===== config.mk =====
export PLATFORM = sky130hd
export DESIGN_NAME = exec_stage
export DESIGN_NICKNAME = d
export VERILOG_FILES = /design/src/common/cpu_exec_pkg.sv /design/src/rtl/exec_stage.sv /design/src/rtl/exec_result_merge.sv /design/src/rtl/stack/call_stack_unit.sv /design/src/rtl/alu/alu_unit.sv
export SDC_FILE = /design/constraint.sdc
export NUM_CORES = 1
export LEC_CHECK = 0
export ABC_AREA = 1
export ABC_CLOCK_PERIOD_IN_PS = 4800
export BUFFER_PORTS_ARGS = -buffer_cell sky130_fd_sc_hd__clkbuf_2
export CORE_MARGIN = 2
export CORE_UTILIZATION = 27
export CTS_BUF_LIST = sky130_fd_sc_hd__clkbuf_16
export CTS_CLUSTER_DIAMETER = 200
export DETAILED_ROUTE_END_ITERATION = 8
export PLACE_DENSITY = 0.59
export SLEW_MARGIN = 10
export SYNTH_ARGS = -nofsm -noshare
export SYNTH_HDL_FRONTEND = slang
export SYNTH_SLANG_ARGS = --single-unit

===== constraint.sdc =====
create_clock -name clk -period 4.8 [get_ports clk]
set_clock_uncertainty 0.15 [all_clocks]
set_input_delay 0.48 -clock clk [delete_from_list [all_inputs] [get_ports clk]]
set_output_delay 0.48 -clock clk [all_outputs]
set_load 0.05 [all_outputs]

===== src/common/cpu_exec_pkg.sv =====
/*
 * shared types for the execute stage: data, address and register widths,
 * operation and stack sequencer enums, status, stage, memory request and
 * register write structs
 */
`default_nettype none

package cpu_exec_pkg;

    // widths with a meaning of their own
    typedef logic [7:0]  data_t;    // one data byte
    typedef logic [11:0] addr_t;    // data or program address
    typedef logic [1:0]  reg_sel_t; // destination register index

    // operations delivered by decode
    typedef enum logic [3:0] {
        OP_NOP    = 4'd0,
        OP_ADD    = 4'd1,
        OP_SUB    = 4'd2,
        OP_OR     = 4'd3,
        OP_AND    = 4'd4,
        OP_XOR    = 4'd5,
        OP_MEM_RD = 4'd6,
        OP_MEM_WR = 4'd7,
        OP_JMP    = 4'd8,
        OP_CALL   = 4'd9,
        OP_RET    = 4'd10
    } exec_op_e;

    // two-byte push/pop sequencer
    typedef enum logic [1:0] {
        ST_IDLE    = 2'd0,
        ST_PUSH_HI = 2'd1,
        ST_PUSH_LO = 2'd2,
        ST_POP_HI  = 2'd3
    } stack_state_e;

    // status register layout, msb first
    typedef struct packed {
        logic [3:0] rsvd;   // always zero
        logic       z;      // result was zero
        logic       nz;     // result was non-zero
        logic       st_ovf; // stack overflow, not generated
        logic       ovf;    // carry or borrow
    } status_t;

    // operation held for one cycle until its operands arrive
    typedef struct packed {
        logic     valid;
        exec_op_e op;
        reg_sel_t dst_reg;
        addr_t    dst_addr;
    } exec_stage_t;

    // data memory request
    typedef struct packed {
        logic  en;
        logic  rd;
        logic  wr;
        addr_t addr;
        data_t wdata;
    } mem_req_t;

    // register file write
    typedef struct packed {
        logic     en;
        reg_sel_t sel;
        data_t    data;
    } reg_wr_t;

endpackage

`default_nettype wire

===== src/rtl/exec_stage.sv =====
/*
 * execute stage top: operation stage register, branch strobe,
 * ALU, call stack and result merge instances
 */
`timescale 1ns/1ps
`default_nettype none

module exec_stage #(
    parameter logic [3:0] STACK_BASE = 4'd1 // upper stack address bits
) (
    input  wire                     clk,
    input  wire                     reset_,
    input  wire                     execute_en,
    input  cpu_exec_pkg::exec_op_e  exec_ctrl,
    input  cpu_exec_pkg::reg_sel_t  dst_reg,
    input  cpu_exec_pkg::addr_t     dst_addr,
    input  cpu_exec_pkg::data_t     src0_data,
    input  cpu_exec_pkg::data_t     src1_data,
    input  wire                     latch_ret_addr,
    input  cpu_exec_pkg::addr_t     next_addr,
    input  cpu_exec_pkg::data_t     mem_rdata,
    output cpu_exec_pkg::mem_req_t  mem_req,
    output cpu_exec_pkg::reg_wr_t   reg_wr,
    output cpu_exec_pkg::status_t   status_reg,
    output logic                    branch,
    output cpu_exec_pkg::addr_t     ret_addr,
    output logic                    ret_addr_en
);

    cpu_exec_pkg::exec_stage_t stage;     // operation aligned with its operands
    cpu_exec_pkg::reg_wr_t     alu_wr;
    cpu_exec_pkg::mem_req_t    stack_req;
    logic                      busy;

    // operands come one cycle after decode, so hold the operation until then
    always_ff @(posedge clk) begin
        if (!reset_) begin
            stage.valid <= 1'b0;
        end else begin
            stage.valid <= execute_en;
        end
    end

    always_ff @(posedge clk) begin
        stage.op       <= exec_ctrl;
        stage.dst_reg  <= dst_reg;
        stage.dst_addr <= dst_addr;
    end

    assign branch = execute_en &&
                    ((exec_ctrl == cpu_exec_pkg::OP_JMP) ||
                     (exec_ctrl == cpu_exec_pkg::OP_CALL)); // pc redirect, same cycle

    alu_unit u_alu (
        .clk        (clk),
        .reset_     (reset_),
        .stage      (stage),
        .src0_data  (src0_data),
        .src1_data  (src1_data),
        .alu_wr     (alu_wr),
        .status_reg (status_reg)
    );

    call_stack_unit #(
        .STACK_BASE (STACK_BASE)
    ) u_call_stack (
        .clk            (clk),
        .reset_         (reset_),
        .execute_en     (execute_en),
        .exec_ctrl      (exec_ctrl),
        .latch_ret_addr (latch_ret_addr),
        .next_addr      (next_addr),
        .mem_rdata      (mem_rdata),
        .stack_req      (stack_req),
        .busy           (busy),
        .ret_addr       (ret_addr),
        .ret_addr_en    (ret_addr_en)
    );

    exec_result_merge u_merge (
        .stage     (stage),
        .src0_data (src0_data),
        .alu_wr    (alu_wr),
        .stack_req (stack_req),
        .mem_rdata (mem_rdata),
        .busy      (busy),
        .mem_req   (mem_req),
        .reg_wr    (reg_wr)
    );

endmodule

`default_nettype wire


===== src/rtl/exec_result_merge.sv =====
/*
 * memory port arbitration between call stack and stage access,
 * register write-back selection
 */
`timescale 1ns/1ps
`default_nettype none

module exec_result_merge (
    input  cpu_exec_pkg::exec_stage_t stage,
    input  cpu_exec_pkg::data_t       src0_data,
    input  cpu_exec_pkg::reg_wr_t     alu_wr,
    input  cpu_exec_pkg::mem_req_t    stack_req,
    input  cpu_exec_pkg::data_t       mem_rdata,
    input  wire                       busy,
    output cpu_exec_pkg::mem_req_t    mem_req,
    output cpu_exec_pkg::reg_wr_t     reg_wr
);

    logic                   stage_rd;  // stage load
    logic                   stage_wr;  // stage store
    logic                   stage_own; // stage may use the port
    cpu_exec_pkg::mem_req_t stage_req;

    assign stage_rd  = stage.valid && (stage.op == cpu_exec_pkg::OP_MEM_RD);
    assign stage_wr  = stage.valid && (stage.op == cpu_exec_pkg::OP_MEM_WR);
    assign stage_own = !busy;

    // direct address from the stage, store data is src0
    always_comb begin
        stage_req.en    = stage_rd || stage_wr;
        stage_req.rd    = stage_rd;
        stage_req.wr    = stage_wr;
        stage_req.addr  = stage.dst_addr;
        stage_req.wdata = src0_data;
    end

    // call stack wins the port
    always_comb begin
        if (stack_req.en) begin
            mem_req = stack_req;
        end else begin
            mem_req = stage_req;
        end
    end

    // loaded byte, else whatever the ALU produced
    always_comb begin
        if (stage_rd) begin
            reg_wr.en   = stage_own;
            reg_wr.sel  = stage.dst_reg;
            reg_wr.data = mem_rdata;
        end else begin
            reg_wr = alu_wr;
        end
    end

endmodule

`default_nettype wire


===== src/rtl/stack/call_stack_unit.sv =====
/*
 * call/return sequencer: pushes and pops the 12-bit return address
 * as two bytes, stack pointer and return address bytes
 */
`timescale 1ns/1ps
`default_nettype none

module call_stack_unit #(
    parameter logic [3:0] STACK_BASE = 4'd1
) (
    input  wire                     clk,
    input  wire                     reset_,
    input  wire                     execute_en,
    input  cpu_exec_pkg::exec_op_e  exec_ctrl,
    input  wire                     latch_ret_addr,
    input  cpu_exec_pkg::addr_t     next_addr,
    input  cpu_exec_pkg::data_t     mem_rdata,
    output cpu_exec_pkg::mem_req_t  stack_req,
    output logic                    busy,
    output cpu_exec_pkg::addr_t     ret_addr,
    output logic                    ret_addr_en
);

    cpu_exec_pkg::stack_state_e state;
    cpu_exec_pkg::stack_state_e state_nxt;

    logic [7:0]          sp;      // low byte of stack address
    cpu_exec_pkg::data_t ret_hi;  // upper byte, address bits in [3:0]
    cpu_exec_pkg::data_t ret_lo;
    logic                ret_start;
    logic                push;
    logic                pop;

    // lower byte is read in the RET cycle itself
    assign ret_start = execute_en && (exec_ctrl == cpu_exec_pkg::OP_RET) &&
                       (state == cpu_exec_pkg::ST_IDLE);

    assign push = (state == cpu_exec_pkg::ST_PUSH_HI) ||
                  (state == cpu_exec_pkg::ST_PUSH_LO);
    assign pop  = ret_start || (state == cpu_exec_pkg::ST_POP_HI);

    always_comb begin
        state_nxt = state;
        case (state)
            cpu_exec_pkg::ST_IDLE: begin
                if (latch_ret_addr) begin
                    state_nxt = cpu_exec_pkg::ST_PUSH_HI;
                end else if (ret_start) begin
                    state_nxt = cpu_exec_pkg::ST_POP_HI;
                end
            end
            cpu_exec_pkg::ST_PUSH_HI: state_nxt = cpu_exec_pkg::ST_PUSH_LO;
            cpu_exec_pkg::ST_PUSH_LO: state_nxt = cpu_exec_pkg::ST_IDLE;
            cpu_exec_pkg::ST_POP_HI:  state_nxt = cpu_exec_pkg::ST_IDLE;
            default:                  state_nxt = cpu_exec_pkg::ST_IDLE;
        endcase
    end

    always_ff @(posedge clk) begin
        if (!reset_) begin
            state       <= cpu_exec_pkg::ST_IDLE;
            sp          <= 8'd0;
            ret_addr_en <= 1'b0;
        end else begin
            state       <= state_nxt;
            ret_addr_en <= (state == cpu_exec_pkg::ST_POP_HI); // both bytes in hand
            if (push) begin
                sp <= sp + 8'd1;
            end else if (pop) begin
                sp <= sp - 8'd1;
            end
        end
    end

    // return address bytes, loaded on call or from memory on return
    always_ff @(posedge clk) begin
        if (latch_ret_addr) begin
            ret_hi <= {4'd0, next_addr[11:8]};
            ret_lo <= next_addr[7:0];
        end else begin
            if (ret_start) begin
                ret_lo <= mem_rdata;
            end
            if (state == cpu_exec_pkg::ST_POP_HI) begin
                ret_hi <= mem_rdata;
            end
        end
    end

    assign ret_addr = {ret_hi[3:0], ret_lo};

    // push writes at sp, pop reads at sp-1
    always_comb begin
        stack_req.rd    = pop;
        stack_req.wr    = push;
        stack_req.en    = pop || push;
        stack_req.addr  = push ? {STACK_BASE, sp} : {STACK_BASE, sp - 8'd1};
        stack_req.wdata = (state == cpu_exec_pkg::ST_PUSH_HI) ? ret_hi : ret_lo;
    end

    assign busy = push || pop; // cycles that own the memory port

endmodule

`default_nettype wire


===== src/rtl/alu/alu_unit.sv =====
/*
 * ALU datapath for add, sub, or, and, xor, flag generation
 * and the status register
 */
`timescale 1ns/1ps
`default_nettype none

module alu_unit (
    input  wire                       clk,
    input  wire                       reset_,
    input  cpu_exec_pkg::exec_stage_t stage,
    input  cpu_exec_pkg::data_t       src0_data,
    input  cpu_exec_pkg::data_t       src1_data,
    output cpu_exec_pkg::reg_wr_t     alu_wr,
    output cpu_exec_pkg::status_t     status_reg
);

    logic [8:0]            result;   // bit 8 is carry or borrow
    logic                  alu_op;   // stage holds an ALU operation
    logic                  flow_op;  // jump, call or return
    cpu_exec_pkg::status_t flags;

    always_comb begin
        result  = 9'd0;
        alu_op  = 1'b0;
        flow_op = 1'b0;
        case (stage.op)
            cpu_exec_pkg::OP_ADD: begin
                result = {1'b0, src0_data} + {1'b0, src1_data};
                alu_op = 1'b1;
            end
            cpu_exec_pkg::OP_SUB: begin
                result = {1'b0, src0_data} - {1'b0, src1_data}; // msb is the borrow
                alu_op = 1'b1;
            end
            cpu_exec_pkg::OP_OR: begin
                result = {1'b0, src0_data | src1_data};
                alu_op = 1'b1;
            end
            cpu_exec_pkg::OP_AND: begin
                result = {1'b0, src0_data & src1_data};
                alu_op = 1'b1;
            end
            cpu_exec_pkg::OP_XOR: begin
                result = {1'b0, src0_data ^ src1_data};
                alu_op = 1'b1;
            end
            cpu_exec_pkg::OP_JMP,
            cpu_exec_pkg::OP_CALL,
            cpu_exec_pkg::OP_RET: begin
                flow_op = 1'b1;
            end
            default: begin
                result = 9'd0; // nop and memory ops
            end
        endcase
    end

    always_comb begin
        flags.rsvd   = 4'd0;
        flags.z      = (result[7:0] == 8'd0);
        flags.nz     = (result[7:0] != 8'd0);
        flags.st_ovf = 1'b0;
        flags.ovf    = result[8]; // zero for logic ops
    end

    assign alu_wr.en   = stage.valid && alu_op;
    assign alu_wr.sel  = stage.dst_reg;
    assign alu_wr.data = result[7:0];

    // flags visible the cycle after the result
    always_ff @(posedge clk) begin
        if (!reset_) begin
            status_reg <= '0;
        end else if (stage.valid && alu_op) begin
            status_reg <= flags;
        end else if (stage.valid && flow_op) begin
            status_reg <= '0; // flow change clears flags
        end
    end

endmodule

`default_nettype wire


==> results of run 1 <==
power by group:
part / internal (W) / total [W] / switching, W
clock: 0.000190 / 0.000353 / 0.000162
sequential: 0.000481 / 0.000537 / 0.0000553
combinational: 0.000286 / 0.00115 / 0.000868
synth_stat cells:
cell       instances
o2bb2ai_1          2
fa_1               1
nand3_1           23
ha_1              33
nand4_1            8
edfxtp_1          12
nor2_2             9
xor2_1             9
buf_1              1
inv_1             92
clkbuf_1           9
nor2_1            40
o31ai_1            4
clkbuf_2           1
dfxtp_1           37
buf_4             11
a22oi_1            1
nor3b_1            1
nand3b_1           2
o21ai_0           37
o211ai_1          13
inv_2              3
clkinv_1           1
nand2_2            6
or2_1              1
a31oi_1           15
nor3_1             4
or2_2              4
conb_1             1
buf_2              3
nand2_1          126
a21oi_1           20
and2_1             1
o22ai_1            1
nand2_4            3
final timing paths:
check / from / endpoint / slack (ps) / depth (start not counted)
max: u_call_stack.state[0] / mem_req[22] / 980 / 8
max reg2reg: u_call_stack.state[0] / u_call_stack.sp[0] / 1890 / 8
min: dst_reg[1] / stage[13] / 130 / 1
min reg2reg: u_call_stack.ret_hi[7] / u_call_stack.ret_hi[7] / 310 / 2
final cells by class:
cell class / instances / area (sq um) / share of cell area
Clock buffer: 5 / 125 / 0.0282
Inverter: 96 / 360 / 0.0813
Sequential cell: 49 / 1100 / 0.248
Multi-Input combinational cell: 369 / 2060 / 0.466
Timing Repair Buffer: 109 / 548 / 0.124
Tap cell: 176 / 220 / 0.0497
Clock inverter: 3 / 13.8 / 0.00310
routing by layer:
layer	track usage	wire length (um)	share of wire	vias to the layer above
met5	0	0	0	-
met4	0.0276	104	0.0097	0
met3	0.0406	817	0.076	11
met2	0.238	4730	0.44	130
met1	0.200	5070	0.47	1621
li1	-	-	-	1895
worst reg2reg max path, cell delays in order, from the launching register on:
cell      delay (ps)
dfxtp_1          360
inv_1             90
ha_1             280
buf_4            220
clkinv_1         320
nand2_2          730
inv_1            330
o31ai_1          270
a21oi_1           50
cell families after synthesis:
kind of cell,count (synthesis),synth area share
and+or+nand+nor,228,0.273
adders and majority gates,34,0.119
xor gates and xnor gates,9,0.0216
other,1,0.00103
AOI/OAI and AO/OA,93,0.147
DFF,49,0.302
buffers and inverters,121,0.137
metrics by stage:
| step | util | hold slack [ps] | instance area (sq um) | setup slack [ps] |
|---|---|---|---|---|
| 3_3_place_gp | 0.324 | 297 | 4290 | 1320 |
| 2_1_floorplan | - | 280 | 3670 | 1540 |
| 4_1_cts | 0.335 | 125 | 4430 | 972 |
| 5_1_grt | 0.335 | 120 | 4430 | 736 |
| 6_report | 0.335 | 129 | 4430 | 979 |
| 3_5_place_dp | 0.324 | 301 | 4290 | 1270 |
==> impl_results.md, run 1 <==
- Worst path required time: 4170 ps
- Die Area: 0.0145 sq mm
- Cts hold-fix bufs: 0
- CTS clk-pin slew, worst paths: 70 ps
- GPL Wtd Cong: 0.863
- Synth Warn #: 0
- Total GRT Usage: 0.148
- DIE HEIGHT: 120 um
- Top reg by flops: stage
- Vias: 3657
- CP Max Fanout: 45
- Worst Hold Class: in2reg
- Post-synth top area cell: dfxtp_1
- Initial Util: 0.276
- Final WL: 10.7 mm
- Synthesized area: 0.00365 sq mm
- Area grow syn2layout: 21.4%
- Clk sink count: 49
- Yosys top cell area share: 0.203
- RSZ-0062 raised after global routing: false
- Vias in the first global route: 3302
- Die Wd: 120 um
- Wire length of the first global-routing pass: 16.8 mm
- Synth Register Bits: 49
- Critical path capture point type: output pin
- Max_slew headroom: 0.453
- Largest register FFs: 19
- Overall power: 0.00204 W
- Pre-antenna DRT Iters: 5
- Kind of critical path: reg2out
- Core area: 0.0132 sq mm
- Num ports: 114
- Post-synthesis sequential area ratio: 0.302
- Most frequent cells in the layout: 126 x nand2_1, 108 x clkbuf_2, 94 x inv_1
- Ratio of final minimum period to clock period: 0.796
- Crit path DAT: 3190 ps
- Final Max Tran Viols: 0
- Buffer and inverter count on the worst path: 5
- CP cell instances: inv_1 -> ha_1 -> buf_4 -> clkinv_1 -> nand2_2 -> inv_1 -> o21ai_0 -> clkbuf_2
- Vias/cell: 4.53
- Clock Root Buffer: clkbuf_16
- DR WL/cell: 13.3 um
- Filler cells: 1500
- Postcts setup bufs: 0
- Layout Cells excl Fill: 807
- CTS tree: built
- Nets: 722
- Commonest non-fill, non-tap cell in the layout: nand2_1
- Ratio of cells with drive above 1 in the final layout: 0.222
- Actual slew at the worst max-slew pin: 818 ps
- Netlist cell types: 35
- Synth area leaders: dfxtp_1 20%, nand2_1 13%, ha_1 11%, edfxtp_1 9.9%, inv_1 9.5%
- HPWL after detailed placement: 8.58 mm
- MaxCap Viol Count: 0
- DP Cell Count: 799
- Ant. Diodes: 0
- Peak Freq: 0.262 GHz
- Clock latency on the worst-skew pair: 300 ps
- Crit start category: flop
- Peak supply drop: 0.196 mV
- IO Port Bufs: 108
- Overflow after GRT: 0
- Cell repeated most along the worst path: inv_1
- H-tree levels: 2
- DRC Markers: 0
- Bufs on Longest Clock Path: 2
- Tmin final: 3820 ps
- Total CTS buffers: 5
- Rows: 42
- Slowest-stage cell, CP: nand2_2
- CP top delay family: buffers and inverters
- Pin count of the biggest net entering global routing: 46
- ANT nets after route: 0
- Setup_tns: 0 ps
- Syn avg cell area: 6.82 sq um
- Max stage delay on crit path: 720 ps
- Syn Inst Count: 535
- Pwr per Cell Area: 461 mW/mm^2
- DRT iter0 DRCs: 208
- Initial antenna violation count: 0
- # setup viols final: 0
- Leakage: 2.41 nW
- Status: complete, no violations
- Final Hold Vio Count: 0
- Post_cts resized: 0
Power figures use the tool's default switching activity.
==> inputs of run 2 (changes only) <==
Settings changed: ABC_AREA 1 to 0, ABC_CLOCK_PERIOD_IN_PS 4800 to 3800.
Clock period 4.8 ns to 3.8 ns, I/O delays scaled along.
==> run 2 against run 1 <==
Compared with the run above: sequential cell count unchanged; sequential share of layout area rose by 0.063 points; highest routed layer unchanged; utilization increased by 0.18 points; die area is 1.1% lower; routed wire length decreased by 0.59%; critical endpoint is now reg_wr[7]; hold slack worse by 95 ps; final cell count down 13%.
==> impl_results.md, run 2 <==
- Rows: 42
- Top-count cell post-synth: nand2_1
- Core area: 0.0131 sq mm
- # setup viols final: 0
- DRC Markers: 0
- Asr flop ratio synth: 0
- Setup_tns: 0 ps
- Tmin final: 3560 ps
- Reg-to-Reg Start: stage[15]
- RSZ-0062 raised after global routing: false
- Worst Hold Depth: 1
- Pin count of the biggest net entering global routing: 28
- Critical Path Start: stage[15]
- Crit start category: flop
- Post-synth top area cell: dfxtp_1
- IO Port Bufs: 108
- Vias/cell: 4.82
- Crit path DAT: 3030 ps
- Clock power share: 0.188
- Worst path required time: 3270 ps
- R2R cell count: 11
- Total GRT Usage: 0.147
- Syn avg cell area: 8.30 sq um
- Psw: 0.00116 W
- Peak Freq: 0.281 GHz
- Register share of total power: 0.267
- Sw frac: 0.493
- Commonest non-fill, non-tap cell in the layout: clkbuf_2
- Syn Inst Count: 435
- Nets: 621
- Die Wd: 120 um
- HPWL after detailed placement: 8.55 mm
- Bufs on Longest Clock Path: 2
- Commonest cells post-synth: 66 x nand2_1, 38 x nor2_1, 37 x dfxtp_1
- Clock Root Buffer: clkbuf_16
- Postcts setup bufs: 0
- Comb pwr share: 0.544
- Total CTS buffers: 5
- EDFF count, synth: 12
- Post-synthesis sequential area ratio: 0.305
- Clk sink count: 49
- Netlist cell types: 66
- DRT iter0 DRCs: 145
- Kind of critical path: reg2out
- Reg2reg setup slack: 880 ps
- Critical path capture point type: output pin
- Initial Util: 0.275
- Pre-antenna DRT Iters: 4
- Actual slew at the worst max-slew pin: 577 ps
- Synth Warn #: 0
- DR WL/cell: 15.1 um
- Hold Startpoint: dst_reg[1]
- H-tree levels: 2
- CTS tree: built
- Top reg by flops: stage
- Initial antenna violation count: 0
- Final WL: 10.7 mm
- Overflow after GRT: 0
- Post_cts resized: 1
- Final Max Tran Viols: 0
- ANT nets after route: 0
- MaxCap Viol Count: 0
- Synth Register Bits: 49
- Leakage: 2.10 nW
- DIE HEIGHT: 120 um
- Ant. Diodes: 0
- Final hold slack: 33.6 ps
- Cts hold-fix bufs: 0
- End of the worst hold path: stage[13]
- Vias: 3401
- Max_slew headroom: 0.610
- Filler cells: 1412
- Ratio of cells with drive above 1 in the final layout: 0.272
- Yosys top cell area share: 0.205
- Most frequent cells in the layout: 107 x clkbuf_2, 66 x nand2_1, 37 x nor2_1, 37 x dfxtp_1, 33 x ha_1
- Clock latency on the worst-skew pair: 290 ps
- Ratio of final minimum period to clock period: 0.938
- Synth area leaders: dfxtp_1 21%, ha_1 11%, edfxtp_1 10%, nand2_1 6.9%, nor2_1 4.0%
- Peak supply drop: 0.363 mV
- CTS clk-pin slew, worst paths: 70 ps
- CP Max Fanout: 5
- Pwr per Cell Area: 532 mW/mm^2
- Status: complete, no violations
- P_int: 0.00119 W
- Worst Hold Class: in2reg
- Area grow syn2layout: 22.5%
- Final Hold Vio Count: 0
- Wire length of the first global-routing pass: 16.9 mm
- GPL Wtd Cong: 0.883
- Vias in the first global route: 3378
- Die Area: 0.0143 sq mm
- Top FF cell, synth: dfxtp_1
- Largest register FFs: 19
- Synthesized area: 0.00361 sq mm
- Num ports: 114
- R2r endpoint: u_alu.status_reg[3]
==> run 2: cells by family after synthesis <==
family          after synthesis  share of synthesized area
compound gates              103                      0.201
xor+xnor                     16                     0.0388
fa+ha+maj                    34                      0.120
buf+inv                      62                     0.0783
flops                        49                      0.305
mux                          19                     0.0544
other cells                   1                    0.00104
simple gates                151                      0.202
==> run 2: layout make-up <==
type                            instances  area [sq um]  share of cell area
Clock buffer                            5           125              0.0283
Timing Repair Buffer                  115           593               0.134
Multi-Input combinational cell        328          2250               0.509
Clock inverter                          3          17.5             0.00396
Tap cell                              176           220              0.0498
Sequential cell                        49          1100               0.249
Inverter                               30           113              0.0255
==> run 2: power groups by stage <==
stage	clock network (W)	logic (W)	registers, W
after CTS	0.000457	0.00128	0.000628
after floorplan	0	0.000976	0.000651
after detailed placement	0	0.00128	0.000639
final	0.000443	0.00128	0.000629
after global placement	0	0.00126	0.000638
after global routing	0.000476	0.00138	0.000635
==> run 2: per-layer routing <==
layer	track usage	part of all wire	vias to the layer above
li1	-	-	1698
met5	0	0	-
met2	0.246	0.47	114
met3	0.0380	0.070	11
met4	0.0368	0.018	0
met1	0.190	0.44	1578
==> run 2: how the worst max path moves through the flow <==
stage           endpoint  slack, ps  depth (start not counted)
3_3_place_gp   reg_wr[7]        380                         14
3_5_place_dp   reg_wr[7]        320                         12
5_1_grt        reg_wr[7]          5                         12
4_1_cts        reg_wr[7]         70                         12
6_report       reg_wr[7]        240                         12
2_1_floorplan  reg_wr[1]        390                          9
==> run 2: per-stage QoR <==
step	worst slack [ps]	area, sq um	total power (W)	util	instances
floorplan	388	3630	0.00163	-	439
global placement	378	4270	0.00190	0.325	698
detailed placement	324	4270	0.00192	0.325	698
CTS	71.2	4410	0.00237	0.336	706
global route	5.35	4420	0.00249	0.337	706
finish	237	4420	0.00235	0.337	706
==> run 2: critical path, cell delays in order (launching register included) <==
cell and delay (ps):
dfxtp_1 320, nor2b_2 200, and2_2 220, nor2_1 60, xnor2_1 130, ha_1 340
o21a_1 200, o31a_1 140, o41ai_2 250, xnor2_1 130, a221oi_2 350, nand2_1 160
buf_2 240
==> inputs of run 3 (changes only) <==
Settings changed: ABC_AREA 0 to 1.
==> run 3 against run 2 <==
Compared with the run above: sequential power rose by 7.8%; count of clock-buffer cells in the layout rose by 1; worst setup slack improved by 230 ps; final cell count rose by 14%; die area rose by 1.1%; critical path depth rose by 7; largest cell class unchanged.
==> impl_results.md, run 3 (synthesized netlist as in run 1, its figures left out) <==
- Nets: 723
- Clock latency on the worst-skew pair: 290 ps
- Commonest non-fill, non-tap cell in the layout: nand2_1
- Clk sink count: 49
- Final Max Tran Viols: 0
- DR WL/cell: 13.0 um
- Layout Cells excl Fill: 808
- Clock Root Buffer: clkbuf_16
- ANT nets after route: 0
- Cts hold-fix bufs: 0
- Actual slew at the worst max-slew pin: 590 ps
- Ratio of final minimum period to clock period: 0.876
- # setup viols final: 0
- Wire length of the first global-routing pass: 17.1 mm
- Overall power: 0.00263 W
- Top reg by flops: stage
- Crit path DAT: 2800 ps
- Worst path required time: 3270 ps
- Most frequent cells in the layout: 126 x nand2_1, 108 x clkbuf_2, 93 x inv_1
- Slowest-stage cell, CP: clkbuf_2
- Area grow syn2layout: 22.5%
- Peak Freq: 0.300 GHz
- Setup_tns: 0 ps
- Initial Util: 0.276
- Peak supply drop: 0.260 mV
- Pwr per Cell Area: 589 mW/mm^2
- Worst Hold Class: in2reg
- Die Wd: 120 um
- Register share of total power: 0.257
- Vias: 3539
- Crit start category: primary input
- Kind of critical path: in2out
- Total CTS buffers: 5
- Ratio of cells with drive above 1 in the final layout: 0.225
- Status: complete, no violations
- Comb pwr share: 0.561
- Die Area: 0.0145 sq mm
- Final WL: 10.5 mm
- Core area: 0.0132 sq mm
- Initial antenna violation count: 0
- Leakage: 2.43 nW
- H-tree levels: 2
- Num ports: 114
- CTS clk-pin slew, worst paths: 70 ps
- HPWL after detailed placement: 8.61 mm
- P_int: 0.00127 W
- MaxCap Viol Count: 0
- Vias in the first global route: 3449
- Clock power share: 0.181
- Rows: 42
- Ant. Diodes: 0
- Pre-antenna DRT Iters: 4
- Cell repeated most along the worst path: inv_1
- WP depth: 19
- CP Max Fanout: 4
- Bufs on Longest Clock Path: 2
- IO Port Bufs: 108
- Max_slew headroom: 0.606
- Total GRT Usage: 0.150
- Postcts setup bufs: 0
- RSZ-0062 raised after global routing: false
- CP top delay family: simple AND/OR/NAND/NOR gates
- Design Area, Final: 0.00447 sq mm
- Vias/cell: 4.38
- Filler cells: 1467
- CP cell instances: clkbuf_2 -> inv_1 -> ha_1 -> inv_1 -> nor3_1 -> inv_1 -> nor3_1 -> or2_2 -> xor2_1 -> inv_1 -> ha_1 -> nand2_1 -> inv_1 -> a21oi_1 -> nand2_1 -> nand2_1 -> nand3_1 -> o211ai_1 -> clkbuf_2
- Buffer and inverter count on the worst path: 7
- DRC Markers: 0
- Worst Hold Depth: 1
- Tmin final: 3330 ps
- Critical path capture point type: output pin
- Psw: 0.00136 W
- Max stage delay on crit path: 320 ps
- Final Util: 0.338
- Sw frac: 0.517
- Post_cts resized: 0
- DP Cell Count: 800
- Largest register FFs: 19
- DRT iter0 DRCs: 206
- CTS tree: built
- Final Hold Vio Count: 0
- DIE HEIGHT: 120 um
- DP Area: 0.00431 sq mm
- R2R cell count: 16
- Overflow after GRT: 0
- Pin count of the biggest net entering global routing: 32
- GPL Wtd Cong: 0.862
-- run 3: cell count changes in the layout (fill, tap and decap cells not counted), moves of 8 or more --
| cell | delta |
|---|---|
| a21o_1 | -9 |
| nand3_1 | +20 |
| o21ai_0 | +16 |
| o211ai_1 | +9 |
| nand2_1 | +60 |
| inv_1 | +64 |
| xnor2_1 | -14 |
| nor2_2 | +8 |
| a31oi_1 | +9 |
| mux2i_1 | -14 |
-- run 3: layer usage --
layer	up-vias	wire [um]	GRT usage
li1	1891	-	-
met1	1540	4980	0.201
met2	100	4770	0.249
met3	8	686	0.0354
met4	0	81	0.0283
met5	-	0	0
-- run 3: cell type report --
cell class / count / area (sq um) / area share
multi-input combinational: 369 / 2060 / 0.462
timing repair buffer: 110 / 568 / 0.127
tap: 176 / 220 / 0.0492
sequential: 49 / 1100 / 0.246
clock inverter: 2 / 8.76 / 0.00196
clock buffer: 6 / 150 / 0.0336
inverter: 96 / 360 / 0.0806
-- run 3: power by group through the flow --
stage | Sequential, W | Combinational, W | Clock [W]
2_1_floorplan | 0.000686 | 0.00113 | 0
3_3_place_gp | 0.000686 | 0.00149 | 0
3_5_place_dp | 0.000688 | 0.00149 | 0
4_1_cts | 0.000676 | 0.00149 | 0.000496
5_1_grt | 0.000690 | 0.00164 | 0.000511
6_report | 0.000678 | 0.00148 | 0.000478
-- run 3: worst reg2reg max path: stages, from the launching register on --
cell and delay, ps:
dfxtp_1 430, inv_2 90, nor2_2 150, nand2_4 120, nand2_1 80, o21ai_0 140, fa_1 570, inv_1 60
nand4_1 110, nand2_1 70, nor2_2 110, nand2_1 60, nor2_1 90, nand2_1 60, nor2_1 150, nand3_1 120
and2_1 150
-- run 3: path summary, 6_finish.rpt --
path,start,end,slack [ps]
max,src1_data[0],reg_wr[7],470
min,dst_reg[1],stage[13],30
max reg2reg,stage[15],u_alu.status_reg[2],1010
min reg2reg,u_call_stack.ret_hi[7],u_call_stack.ret_hi[7],310
-- run 3: stage by stage --
| step | hold slack, ps | setup WS, ps |
|---|---|---|
| global placement | 294 | 537 |
| floorplan | 258 | 729 |
| finish | 32.3 | 472 |
| detailed placement | 298 | 503 |
| CTS | 23.9 | 490 |
| global route | 22.0 | 191 |
